<file path="config.mk">
export PLATFORM = sky130hd
export DESIGN_NAME = axil_ghash_regs
export DESIGN_NICKNAME = d
export VERILOG_FILES = /design/src/common/ghash_pkg.sv /design/src/design/axil_ghash_regs.sv
export SDC_FILE = /design/constraint.sdc
export NUM_CORES = 1
export LEC_CHECK = 0
export ABC_AREA = 1
export BUFFER_PORTS_ARGS = -buffer_cell sky130_fd_sc_hd__buf_4
export CAP_MARGIN = 20
export CORE_AREA = 2 2 194 196
export DETAILED_ROUTE_END_ITERATION = 12
export DIE_AREA = 0 0 196 198
export PLACE_DENSITY = 0.75
export SLEW_MARGIN = 20
export SYNTH_ARGS = -nofsm -noshare
export SYNTH_HDL_FRONTEND = slang
export SYNTH_SLANG_ARGS = --single-unit
</file>
<file path="constraint.sdc">
create_clock -name i_clock -period 1.4 [get_ports i_clock]
set_input_delay 0.14 -clock i_clock [delete_from_list [all_inputs] [get_ports i_clock]]
set_output_delay 0.14 -clock i_clock [all_outputs]
set_load 0.1 [all_outputs]
</file>
<file path="src/common/ghash_pkg.sv">
// GHASH accelerator shared widths, register map, control bits and block types.
package ghash_pkg;

    // Field element and block width.
    localparam int NB_DATA = 128;

    // AXI4-Lite bus widths.
    localparam int NB_AXI_DATA = 32;
    localparam int NB_AXI_ADDR = 8;
    localparam int NB_AXI_STRB = NB_AXI_DATA / 8;
    localparam int NB_BYTE = 8;
    localparam int NB_RESP = 2;

    // Absorbed-block counter width.
    localparam int NB_COUNT = 16;

    // Register words per 128-bit block.
    localparam int NB_WORDS = NB_DATA / NB_AXI_DATA;

    // Reduction constant for x^128 + x^7 + x^2 + x + 1, GCM bit order.
    localparam logic [NB_DATA-1:0] GF_R = {8'hE1, {(NB_DATA - 8){1'b0}}};

    // Register map. Word 0 of each block is bits 127:96.
    localparam logic [NB_AXI_ADDR-1:0] ADDR_H0 = 8'h00;
    localparam logic [NB_AXI_ADDR-1:0] ADDR_X0 = 8'h10;
    localparam logic [NB_AXI_ADDR-1:0] ADDR_CTRL = 8'h20;
    localparam logic [NB_AXI_ADDR-1:0] ADDR_Y0 = 8'h30;
    localparam logic [NB_AXI_ADDR-1:0] ADDR_COUNT = 8'h40;

    // Control register bits, self-clearing.
    localparam int CTRL_ABSORB = 0;
    localparam int CTRL_CLEAR = 1;

    // AXI response codes.
    localparam logic [NB_RESP-1:0] RESP_OKAY = 2'b00;
    localparam logic [NB_RESP-1:0] RESP_SLVERR = 2'b10;

    // One block, seen whole or as four bus words.
    // Word 0 is the most significant.
    typedef union packed {
        logic [NB_DATA-1:0] elem;
        logic [0:NB_WORDS-1][NB_AXI_DATA-1:0] words;
    } ghash_block_u;

    // One-cycle command pulses toward the engine.
    // Clear sits at bit 1 and absorb at bit 0, as in the control word.
    typedef struct packed {
        logic clear;
        logic absorb;
    } ghash_cmd_t;

endpackage

</file>
<file path="src/design/axil_ghash_regs.sv">
// AXI4-Lite register block for the GHASH engine: key, data, control, state and count.
`timescale 1ns/1ps

module axil_ghash_regs
    import ghash_pkg::*;
(
    input  logic                   i_clock,
    input  logic                   i_rst,
    // Write address and data.
    input  logic                   i_awvalid,
    input  logic [NB_AXI_ADDR-1:0] i_awaddr,
    input  logic                   i_wvalid,
    input  logic [NB_AXI_DATA-1:0] i_wdata,
    input  logic [NB_AXI_STRB-1:0] i_wstrb,
    // Write response.
    input  logic                   i_bready,
    output logic                   o_awready,
    output logic                   o_wready,
    output logic                   o_bvalid,
    output logic [NB_RESP-1:0]     o_bresp,
    // Read address and data.
    input  logic                   i_arvalid,
    input  logic [NB_AXI_ADDR-1:0] i_araddr,
    input  logic                   i_rready,
    output logic                   o_arready,
    output logic                   o_rvalid,
    output logic [NB_AXI_DATA-1:0] o_rdata,
    output logic [NB_RESP-1:0]     o_rresp,
    // Engine side.
    input  ghash_block_u           i_y_state,
    input  logic [NB_COUNT-1:0]    i_count,
    output ghash_cmd_t             o_cmd,
    output ghash_block_u           o_h_key,
    output ghash_block_u           o_x_data
);

    // Handshakes.
    logic                   wr_hs;
    logic                   rd_hs;
    // Write decode.
    logic                   wr_is_h;
    logic                   wr_is_x;
    logic                   wr_is_ctrl;
    logic [1:0]             wr_word;
    // Read decode.
    logic [1:0]             rd_word;
    logic [NB_AXI_DATA-1:0] rd_data;
    logic [NB_RESP-1:0]     rd_resp;

    // AW and W are taken together.
    assign wr_hs = o_awready && i_awvalid && i_wvalid;
    assign o_wready = o_awready;

    // Block regions by upper nibble, word by bits 3:2.
    assign wr_is_h = i_awaddr[NB_AXI_ADDR-1:4] == ADDR_H0[NB_AXI_ADDR-1:4];
    assign wr_is_x = i_awaddr[NB_AXI_ADDR-1:4] == ADDR_X0[NB_AXI_ADDR-1:4];
    assign wr_is_ctrl = i_awaddr[NB_AXI_ADDR-1:2] == ADDR_CTRL[NB_AXI_ADDR-1:2];
    assign wr_word = i_awaddr[3:2];

    // Ready pulses for one cycle, never while B is pending.
    always_ff @(posedge i_clock)
    begin : l_wr_chan
        if (i_rst)
        begin
            o_awready <= 1'b0;
            o_bvalid <= 1'b0;
        end
        else
        begin
            o_awready <= !o_awready && !o_bvalid && i_awvalid && i_wvalid;
            if (wr_hs)
            begin
                o_bvalid <= 1'b1;
            end
            else if (i_bready)
            begin
                o_bvalid <= 1'b0;
            end
        end
    end

    // Only H, X and control accept writes.
    always_ff @(posedge i_clock)
    begin : l_bresp
        if (wr_hs)
        begin
            o_bresp <= (wr_is_h || wr_is_x || wr_is_ctrl) ? RESP_OKAY : RESP_SLVERR;
        end
    end

    // Key and data words, byte strobes honored.
    always_ff @(posedge i_clock)
    begin : l_key_data
        if (i_rst)
        begin
            o_h_key.elem <= '0;
            o_x_data.elem <= '0;
        end
        else if (wr_hs)
        begin
            for (int b = 0; b < NB_AXI_STRB; b++)
            begin
                if (wr_is_h && i_wstrb[b])
                begin
                    o_h_key.words[wr_word][b*NB_BYTE +: NB_BYTE] <=
                        i_wdata[b*NB_BYTE +: NB_BYTE];
                end
                if (wr_is_x && i_wstrb[b])
                begin
                    o_x_data.words[wr_word][b*NB_BYTE +: NB_BYTE] <=
                        i_wdata[b*NB_BYTE +: NB_BYTE];
                end
            end
        end
    end

    // Control write becomes a single-cycle pulse.
    always_ff @(posedge i_clock)
    begin : l_cmd
        if (i_rst)
        begin
            o_cmd <= '0;
        end
        else
        begin
            o_cmd <= '0;
            if (wr_hs && wr_is_ctrl)
            begin
                o_cmd.absorb <= i_wdata[CTRL_ABSORB];
                o_cmd.clear <= i_wdata[CTRL_CLEAR];
            end
        end
    end

    // AR accepted whenever no R is pending.
    assign o_arready = !o_rvalid;
    assign rd_hs = o_arready && i_arvalid;
    assign rd_word = i_araddr[3:2];

    // Read mux. Control is write-only and reads like an unmapped slot.
    always_comb
    begin : l_rd_mux
        rd_data = '0;
        rd_resp = RESP_OKAY;
        if (i_araddr[NB_AXI_ADDR-1:4] == ADDR_H0[NB_AXI_ADDR-1:4])
        begin
            rd_data = o_h_key.words[rd_word];
        end
        else if (i_araddr[NB_AXI_ADDR-1:4] == ADDR_X0[NB_AXI_ADDR-1:4])
        begin
            rd_data = o_x_data.words[rd_word];
        end
        else if (i_araddr[NB_AXI_ADDR-1:4] == ADDR_Y0[NB_AXI_ADDR-1:4])
        begin
            rd_data = i_y_state.words[rd_word];
        end
        else if (i_araddr[NB_AXI_ADDR-1:2] == ADDR_COUNT[NB_AXI_ADDR-1:2])
        begin
            rd_data = NB_AXI_DATA'(i_count);
        end
        else
        begin
            rd_resp = RESP_SLVERR;
        end
    end

    // R valid until the host takes it.
    always_ff @(posedge i_clock)
    begin : l_rd_chan
        if (i_rst)
        begin
            o_rvalid <= 1'b0;
        end
        else if (rd_hs)
        begin
            o_rvalid <= 1'b1;
        end
        else if (i_rready)
        begin
            o_rvalid <= 1'b0;
        end
    end

    // Read payload captured at the AR handshake.
    always_ff @(posedge i_clock)
    begin : l_rd_data
        if (rd_hs)
        begin
            o_rdata <= rd_data;
            o_rresp <= rd_resp;
        end
    end

    // B held until accepted.
    a_bvalid_hold : assert property (@(posedge i_clock) disable iff (i_rst)
        o_bvalid && !i_bready |=> o_bvalid && $stable(o_bresp));

    // R and its data held until accepted.
    a_rvalid_hold : assert property (@(posedge i_clock) disable iff (i_rst)
        o_rvalid && !i_rready |=> o_rvalid && $stable(o_rdata));

endmodule

</file>
# --- After elaboration in Yosys (flattened, before gate mapping) ---
# Index checks and enable logic that the tools add are counted.
totals:
  ff_bits: 297
  inputBits: 203
  output_inout_bits: 299
  word_cells: 103
op_classes:
  n_lt_le_gt_ge: 3
  n_eq_ne: 5
  n_mux: 55
  bitwise_logic: 3
  reduce_logical: 27
op_table:
  columns: ["cell", "n"]
  rows:
  - ["$mux W128", 20]
  - ["$bwmux W128", 8]
  - ["$mux W32", 10]
  - ["$demux W32 S2", 4]
  - ["$bmux W32 S2", 3]
  - ["$mux W16", 2]
  - ["$mux W24", 1]
  - ["$logic_and A1 B1 Y1", 16]
  - ["$eq A4 B1 Y1 const B", 2]
  - ["$logic_not A4 Y1", 2]
  - ["$mux W8", 1]
  - ["$eq A6 B4 Y1 const B", 1]
  - ["$eq A6 B5 Y1 const B", 1]
  - ["$ge A3 B3 Y1 const B", 2]
  - ["$not A2 Y3", 2]
  - ["$eq A4 B2 Y1 const B", 1]
  - ["$mux W1", 4]
  - ["$mux W2", 2]
  - ["$reduce_bool A2 Y1", 2]
  - ["$logic_not A1 Y1", 3]
  - ["$lt A3 B1 Y1 const B", 1]
  - ["$reduce_or A3 Y1", 1]
  - ["$logic_or A1 B1 Y1", 2]
  - ["$reduce_or A2 Y1", 1]
  - ["$not A1 Y1", 1]

# --- Longest topological paths before layout ---
# Gate-level depths: netlist (run 1).
logic_depth:
  word_depth: 19
  depth_mapped: 9

# --- Worst setup path before layout (run 1) ---
# No wires, ideal clock.
synth_timing:
  path_type: "register to register"
  start: "register o_rvalid"
  end: "register o_rvalid"
  setup_time_ns: 0.117
  t_arrival_ns: 2.539
  required_ns: 1.283
  path_slack_ns: -1.255
  stages_incl_launch_ff: 5
  cell_sequence: "dfxtp_1 > inv_1 > nand2_1 > inv_1 > o21a_1"
synth_between:
  elab_chain_len: 3
  word_cells_on_any_way: 4
  cone_classes: "1 x mux; 3 x reduce/logical"
synth_lines:
  columns: ["element", "line_no", "text"]
  rows:
  - ["start: declaration", "axil_ghash_regs.sv:26", "output logic o_rvalid,"]
  - ["start signal: assignment", "axil_ghash_regs.sv:172", "o_rvalid <= 1'b0;"]
  - ["start signal: assignment", "axil_ghash_regs.sv:176", "o_rvalid <= 1'b1;"]
  - ["start signal: assignment", "axil_ghash_regs.sv:180", "o_rvalid <= 1'b0;"]
  - ["$logic_not A1 Y1 (*)", "axil_ghash_regs.sv:136", "assign o_arready = !o_rvalid;"]
  - ["net o_arready", "axil_ghash_regs.sv:25", "output logic o_arready,"]
  - ["$logic_and A1 B1 Y1 (*)", "axil_ghash_regs.sv:137", "assign rd_hs = o_arready && i_arvalid;"]
  - ["net rd_hs", "axil_ghash_regs.sv:39", "logic rd_hs;"]
  - ["$mux W1 / $reduce_bool A2 Y1 (equally long branches)", null, null]
# The timed path passes the listed nets; every way through them passes the cells marked *.
# A chain may end at the register's enable or synchronous reset.

# --- Worst setup path in the final report (run 1) ---
layout_timing:
  start: "register o_awready"
  end: "register o_x_data[12] (netlist name)"
layout_between:
  elab_chain_len: 2
layout_lines:
  columns: ["element", "line_no", "text"]
  rows:
  - ["start: declaration", "axil_ghash_regs.sv:17", "output logic o_awready,"]
  - ["start signal: assignment", "axil_ghash_regs.sv:70", "o_awready <= !o_awready && !o_bvalid && i_awvalid && i_wvalid;"]
  - ["$logic_and A1 B1 Y1 (2 in a row)", "axil_ghash_regs.sv:51", "assign wr_hs = o_awready && i_awvalid && i_wvalid;"]
  - ["end: declaration", "axil_ghash_regs.sv:34", "output ghash_block_u o_x_data"]
# No other way between the ends.

==> impl_metrics.ini, run 1 <==
[drt]
dr_total_vias = 19305
antenna_left = 0
wl_um = 71740
drc = 0
dr.pass1.iters = 6
routedWlPerCell_um = 19.30
routed_via_density = 5.195
drt_iter0_drc = 1422

[grt]
grt_start_max_net_pins = 74
grtUsageTotal = 0.3515
grt_pass1_vias = 18172
overflow = 0
grt_pass1_wl_um = 104600
antenna_found_initial = 2

[synth]
synthCells = 2658
syn_area_um2 = 16320
ys_types = 31
synthFlopType = dfxtp_1
syn_area_per_cell_um2 = 6.142
ys_seq_area_frac = 0.3826
synth_edf_count = 34
synth-seq-cells = 295
synthArstFlopShare = 0
yosys_warnings = 0

[timing]
final-hold-violation-count = 0
fmax_mhz = 677.7
layout_setup_ws_ps = -75.58
period_share = 1.054
finClkSkew_ps = 24.26
tns_ps = -1833
relSlewSlack = 0.5671
setup_viol = 62
worstMarginPinSlew_ps = 648.5
rsz0062_at_grt = true
maxSlewViolCount = 0
fin_crit_ps = 1476

[final_layout]
synthToLayoutAreaGrowth_pct = 47.23
final_cells = 3716
drive_above_1_share = 0.3346
fin_nets = 3419

[cts]
cts_buffers = 35
clock_latency_ps = 550
clk_pin_slew_worst_paths_ps = 60
root_buffer = clkbuf_16
cts-htree-levels = 2
clock-sinks = 295
cts_tree = yes
clk_path_buf_depth = 3

[worst_setup_path]
max_stage_delay_ps = 380
end_kind = register
crit_slowest_cell = dfxtp_4
crit_type = reg2reg
critPathBufInv = 1
crit_arrival_ps = 1950
cp_top_family = simple AND/OR/NAND/NOR gates
worstPathCellList = nand3_4 -> nor2_8 -> buf_4 -> nand3_4 -> nand2_1 -> nand2_1 -> nor2_1
crit_fanout = 8
crit_path_start_kind = register
critPathRequiredTime_ps = 1870

[floorplan]
num_io_pins = 502
die_w_um = 196
dieArea_um2 = 38810
die-height_um = 198
core_area_um2 = 36960
start_util = 0.4417
placementRows = 71

[power]
vdd_drop_max_uv = 795.6
p_total_mw = 20.74
p_leak_nw = 12.38
p_per_area_nw_per_um2 = 863.0

[min_path]
hold_class = in2reg

[outcome]
status = finished with violations
failed_checks = negative setup slack

[placed_design]
placed_cells = 3574
port_buffers = 495
post-dp-hpwl_um = 52030
place_ws_ps = -184.1
gp_congestion = 1.048

[run]
cap_violations = 0
## stage by stage
| step | utilization | hold WS, ps | area (um2) |
|---|---|---|---|
| 6_report | 0.6504 | 50.56 | 24030 |
| 5_1_grt | 0.6504 | 54.04 | 24030 |
| 4_1_cts | 0.6321 | 35.72 | 23360 |
| 3_5_place_dp | 0.5809 | 374.3 | 21470 |
| 3_3_place_gp | 0.5809 | 368.8 | 21470 |
| 2_1_floorplan | - | 206.5 | 16750 |
## cell families (layout without fill, tap and decap cells)
group,Yosys count,after routing,synth area share
AO/OA/AOI/OAI,107,107,0.03418
flip-flops,295,295,0.3826
buffers and inverters,546,1120,0.1383
AND/OR/NAND/NOR,1709,1716,0.4447
other,1,4,0.0002297
## metal layers
layer / wire length [um] / global-route usage / up-vias
met5: 0 / 0 / -
met4: 4495 / 0.1947 / 0
met3: 5805 / 0.05689 / 222
met2: 35410 / 0.6427 / 1048
met1: 26020 / 0.3891 / 8850
li1: - / - / 9185
## cells in the mapped netlist (all sizes together), types with 2 or more instances
library cell	number	area, um2
nand3	345	1882
clkbuf	60	225.2
nand4	19	118.9
o211ai	8	60.06
clkinv	2	7.510
nor2	475	1941
inv	402	1511
nand2	865	3287
nor4	3	18.77
a21oi	25	125.1
edfxtp	34	1021
o21ai	73	365.4
dfxtp	261	5225
buf	82	513.0
## timing repair
action	4_1_cts	5_1_grt
gates cloned	4	6
endpoints found under the hold margin	150	0
pin swaps	10	26
resized for setup	30	148
hold buffers	56	0
endpoints found under the setup margin	148	229
setup buffers	8	6
## layout make-up
type / instances / area (um2)
well taps: 474 / 593.1
multi-input cells: 1825 / 8437
inverters: 404 / 1578
fillers: 3247 / 12920
clock buffers: 56 / 1059
repair buffers: 655 / 5764
diodes: 2 / 5.005
flip-flops and latches: 295 / 6574
clock inverters: 5 / 25.02
## power breakdown
part	internal [mW]	switching [mW]
clock	5.17	3.77
combinational	1.09	2.03
sequential	8.62	0.0486
total	14.9	5.85
## cell usage in the layout, fill, tap and decap left out, types with 14 or more instances in the layout
cell type      instances
nand2_1              807
buf_4                527
nor2_1               426
inv_1                380
nand3_1              321
dfxtp_2              256
dlygate4sd3_1         56
buf_12                43
o21ai_0               41
clkbuf_16             41
nand2_2               39
edfxtp_1              34
nor2_2                27
a21oi_1               25
buf_6                 21
nand4_1               19
nand3_4               18
nand2_4               18
nor2_4                16
o21ai_1               16
o21ai_2               15
clkbuf_1              14
## worst paths after layout
| check | startpoint | end | depth (start not counted) | slack [ps] |
|---|---|---|---|---|
| min reg2reg | o_bvalid$_SDFFE_PP0P_ | o_awready$_SDFF_PP0_ | 1 | 450 |
| min | i_y_state[125] | o_rdata[29]$_DFFE_PP_ | 5 | 50 |
| max | o_awready$_SDFF_PP0_ | o_x_data[12]$_SDFFE_PP0P_ | 7 | -80 |
| max reg2reg | o_awready$_SDFF_PP0_ | o_x_data[12]$_SDFFE_PP0P_ | 7 | -80 |
## sequential cells by signal, indices dropped and copies added (netlist names), 2 cells and up
| register | cells |
|---|---|
| o_h_key | 128 |
| o_x_data | 128 |
| o_rdata | 32 |
| o_cmd | 2 |
## tightest hold or removal path, stage by stage
cell and delay (ps):
buf_4 80, nand2_1 50, nand3_1 60, nand3_1 70
nand3_1 80
Power figures use the tool's default switching activity.
==> inputs of run 2 (changes only) <==
--- a/config.mk
+++ b/config.mk
@@ -11,7 +11,7 @@
 export CORE_AREA = 2 2 194 196
 export DETAILED_ROUTE_END_ITERATION = 12
 export DIE_AREA = 0 0 196 198
-export PLACE_DENSITY = 0.75
+export PLACE_DENSITY_LB_ADDON = 0.08
 export SLEW_MARGIN = 20
 export SYNTH_ARGS = -nofsm -noshare
 export SYNTH_HDL_FRONTEND = slang
==> impl_metrics.ini, run 2 (same netlist as run 1, synthesis figures left out) <==
[timing]
final-hold-violation-count = 0
relSlewSlack = 0.6264
fin_crit_ps = 1547
fmax_mhz = 646.3
rsz0062_at_grt = true
setup_viol = 137
worstMarginPinSlew_ps = 560.3
maxSlewViolCount = 0
layout_setup_ws_ps = -147.3
finClkSkew_ps = 21.84
period_share = 1.105
whs_ps = 29.35

[drt]
routed_via_density = 5.176
drt_iter0_drc = 1478
wl_um = 71750
drc = 0
antenna_left = 0
dr_total_vias = 19243
dr.pass1.iters = 5
routedWlPerCell_um = 19.30

[cts]
root_buffer = clkbuf_16
clk_pin_slew_worst_paths_ps = 60
clock-sinks = 295
cts_buffers = 35
cts_tree = yes
cts-htree-levels = 2
clk_path_buf_depth = 3
clock_latency_ps = 530

[power]
vdd_drop_max_uv = 685.8
p_per_area_nw_per_um2 = 879.4
p_leak_nw = 12.30

[outcome]
failed_checks = negative setup slack
status = finished with violations

[worst_setup_path]
crit_type = reg2reg
crit_fanout = 16
crit_path_start_kind = register
end_kind = register
critPathRequiredTime_ps = 1820
crit_arrival_ps = 1970

[grt]
grtUsageTotal = 0.3523
overflow = 0
grt_pass1_vias = 18087
grt_pass1_wl_um = 104600
grt_start_max_net_pins = 75
antenna_found_initial = 0

[min_path]
hold_class = in2reg

[final_layout]
layout_commonest_cell = nand2_1
final_cells = 3718
reg_top3 = o_h_key: 128 flops, o_x_data: 128 flops, o_rdata: 32 flops
final_cell_area_um2 = 24260
diodes = 0
fin_util = 0.6565
final_cell_mix = nand2_1 (788), buf_4 (531), nor2_1 (443), inv_1 (381), nand3_1 (291)
fin_nets = 3422
synthToLayoutAreaGrowth_pct = 48.61
drive_above_1_share = 0.3403

[placed_design]
placed_cells = 3566
port_buffers = 495
placed_cell_area_um2 = 21320
gp_congestion = 0.9480
post-dp-hpwl_um = 50740

[floorplan]
core_area_um2 = 36960
start_util = 0.4417
placementRows = 71
num_io_pins = 502
die-height_um = 198
dieArea_um2 = 38810
die_w_um = 196

[run]
cap_violations = 0
==> run 2: cell types whose count changed in the layout (fill, tap and decap cells not counted), sizes merged, moves of 3 or more <==
| cell | before | now |
|---|---|---|
| inv | 397 | 401 |
| clkbuf | 59 | 53 |
| bufinv | 0 | 3 |
| nand3 | 350 | 357 |
==> run 2: metal layers <==
metal,vias up,part of all wire,global-route usage
li1,9222,-,-
met1,8816,0.36,0.4006
met2,973,0.48,0.6110
met3,232,0.081,0.05672
met4,0,0.075,0.2388
met5,-,0,0
==> run 2: path summary, 6_finish.rpt <==
path,startpoint,end,slack (ps),cells past startpoint
max,o_awready$_SDFF_PP0_,o_h_key[118]$_SDFFE_PP0P_,-150,6
min,i_y_state[59],o_rdata[27]$_DFFE_PP_,30,5
max reg2reg,o_awready$_SDFF_PP0_,o_h_key[118]$_SDFFE_PP0P_,-150,6
min reg2reg,o_bvalid$_SDFFE_PP0P_,o_awready$_SDFF_PP0_,470,1
==> run 2: report_power, final <==
group	switching, mW	total [mW]	internal [mW]
Combinational	2.05	3.11	1.06
Clock	3.80	9.56	5.76
Sequential	0.0414	8.66	8.62
==> run 2: metrics by stage <==
stage	power (mW)	worst slack, ps	TNS, ps
global placement	11.67	-187.7	-21850
detailed placement	11.69	-247.4	-27440
global route	21.88	-190.1	-17410
CTS	21.29	-50.93	-2818
finish	21.33	-147.3	-9225
floorplan	10.44	-761.0	-40510
==> run 2: cell type report <==
class,instances,area [um2]
multi-input cells,1830,8656
clock inverters,11,132.6
clock buffers,51,1050
repair buffers,653,5702
well taps,474,593.1
fillers,3355,12700
inverters,404,1553
flip-flops and latches,295,6574
==> run 2: repair_timing <==
action,4_1_cts,5_1_grt
hold buffers,56,0
endpoints found under the hold margin,150,0
setup buffers,9,9
gates resized for setup,46,151
endpoints found under the setup margin,157,253
gates cloned,7,11
pin swaps,18,32
==> run 2: critical path, stage by stage (launching register included) <==
cell	delay [ps]
dfxtp_4	390
nand4_1	240
nor2_4	280
buf_6	220
nand3_1	120
nand2_1	130
nor2_1	50
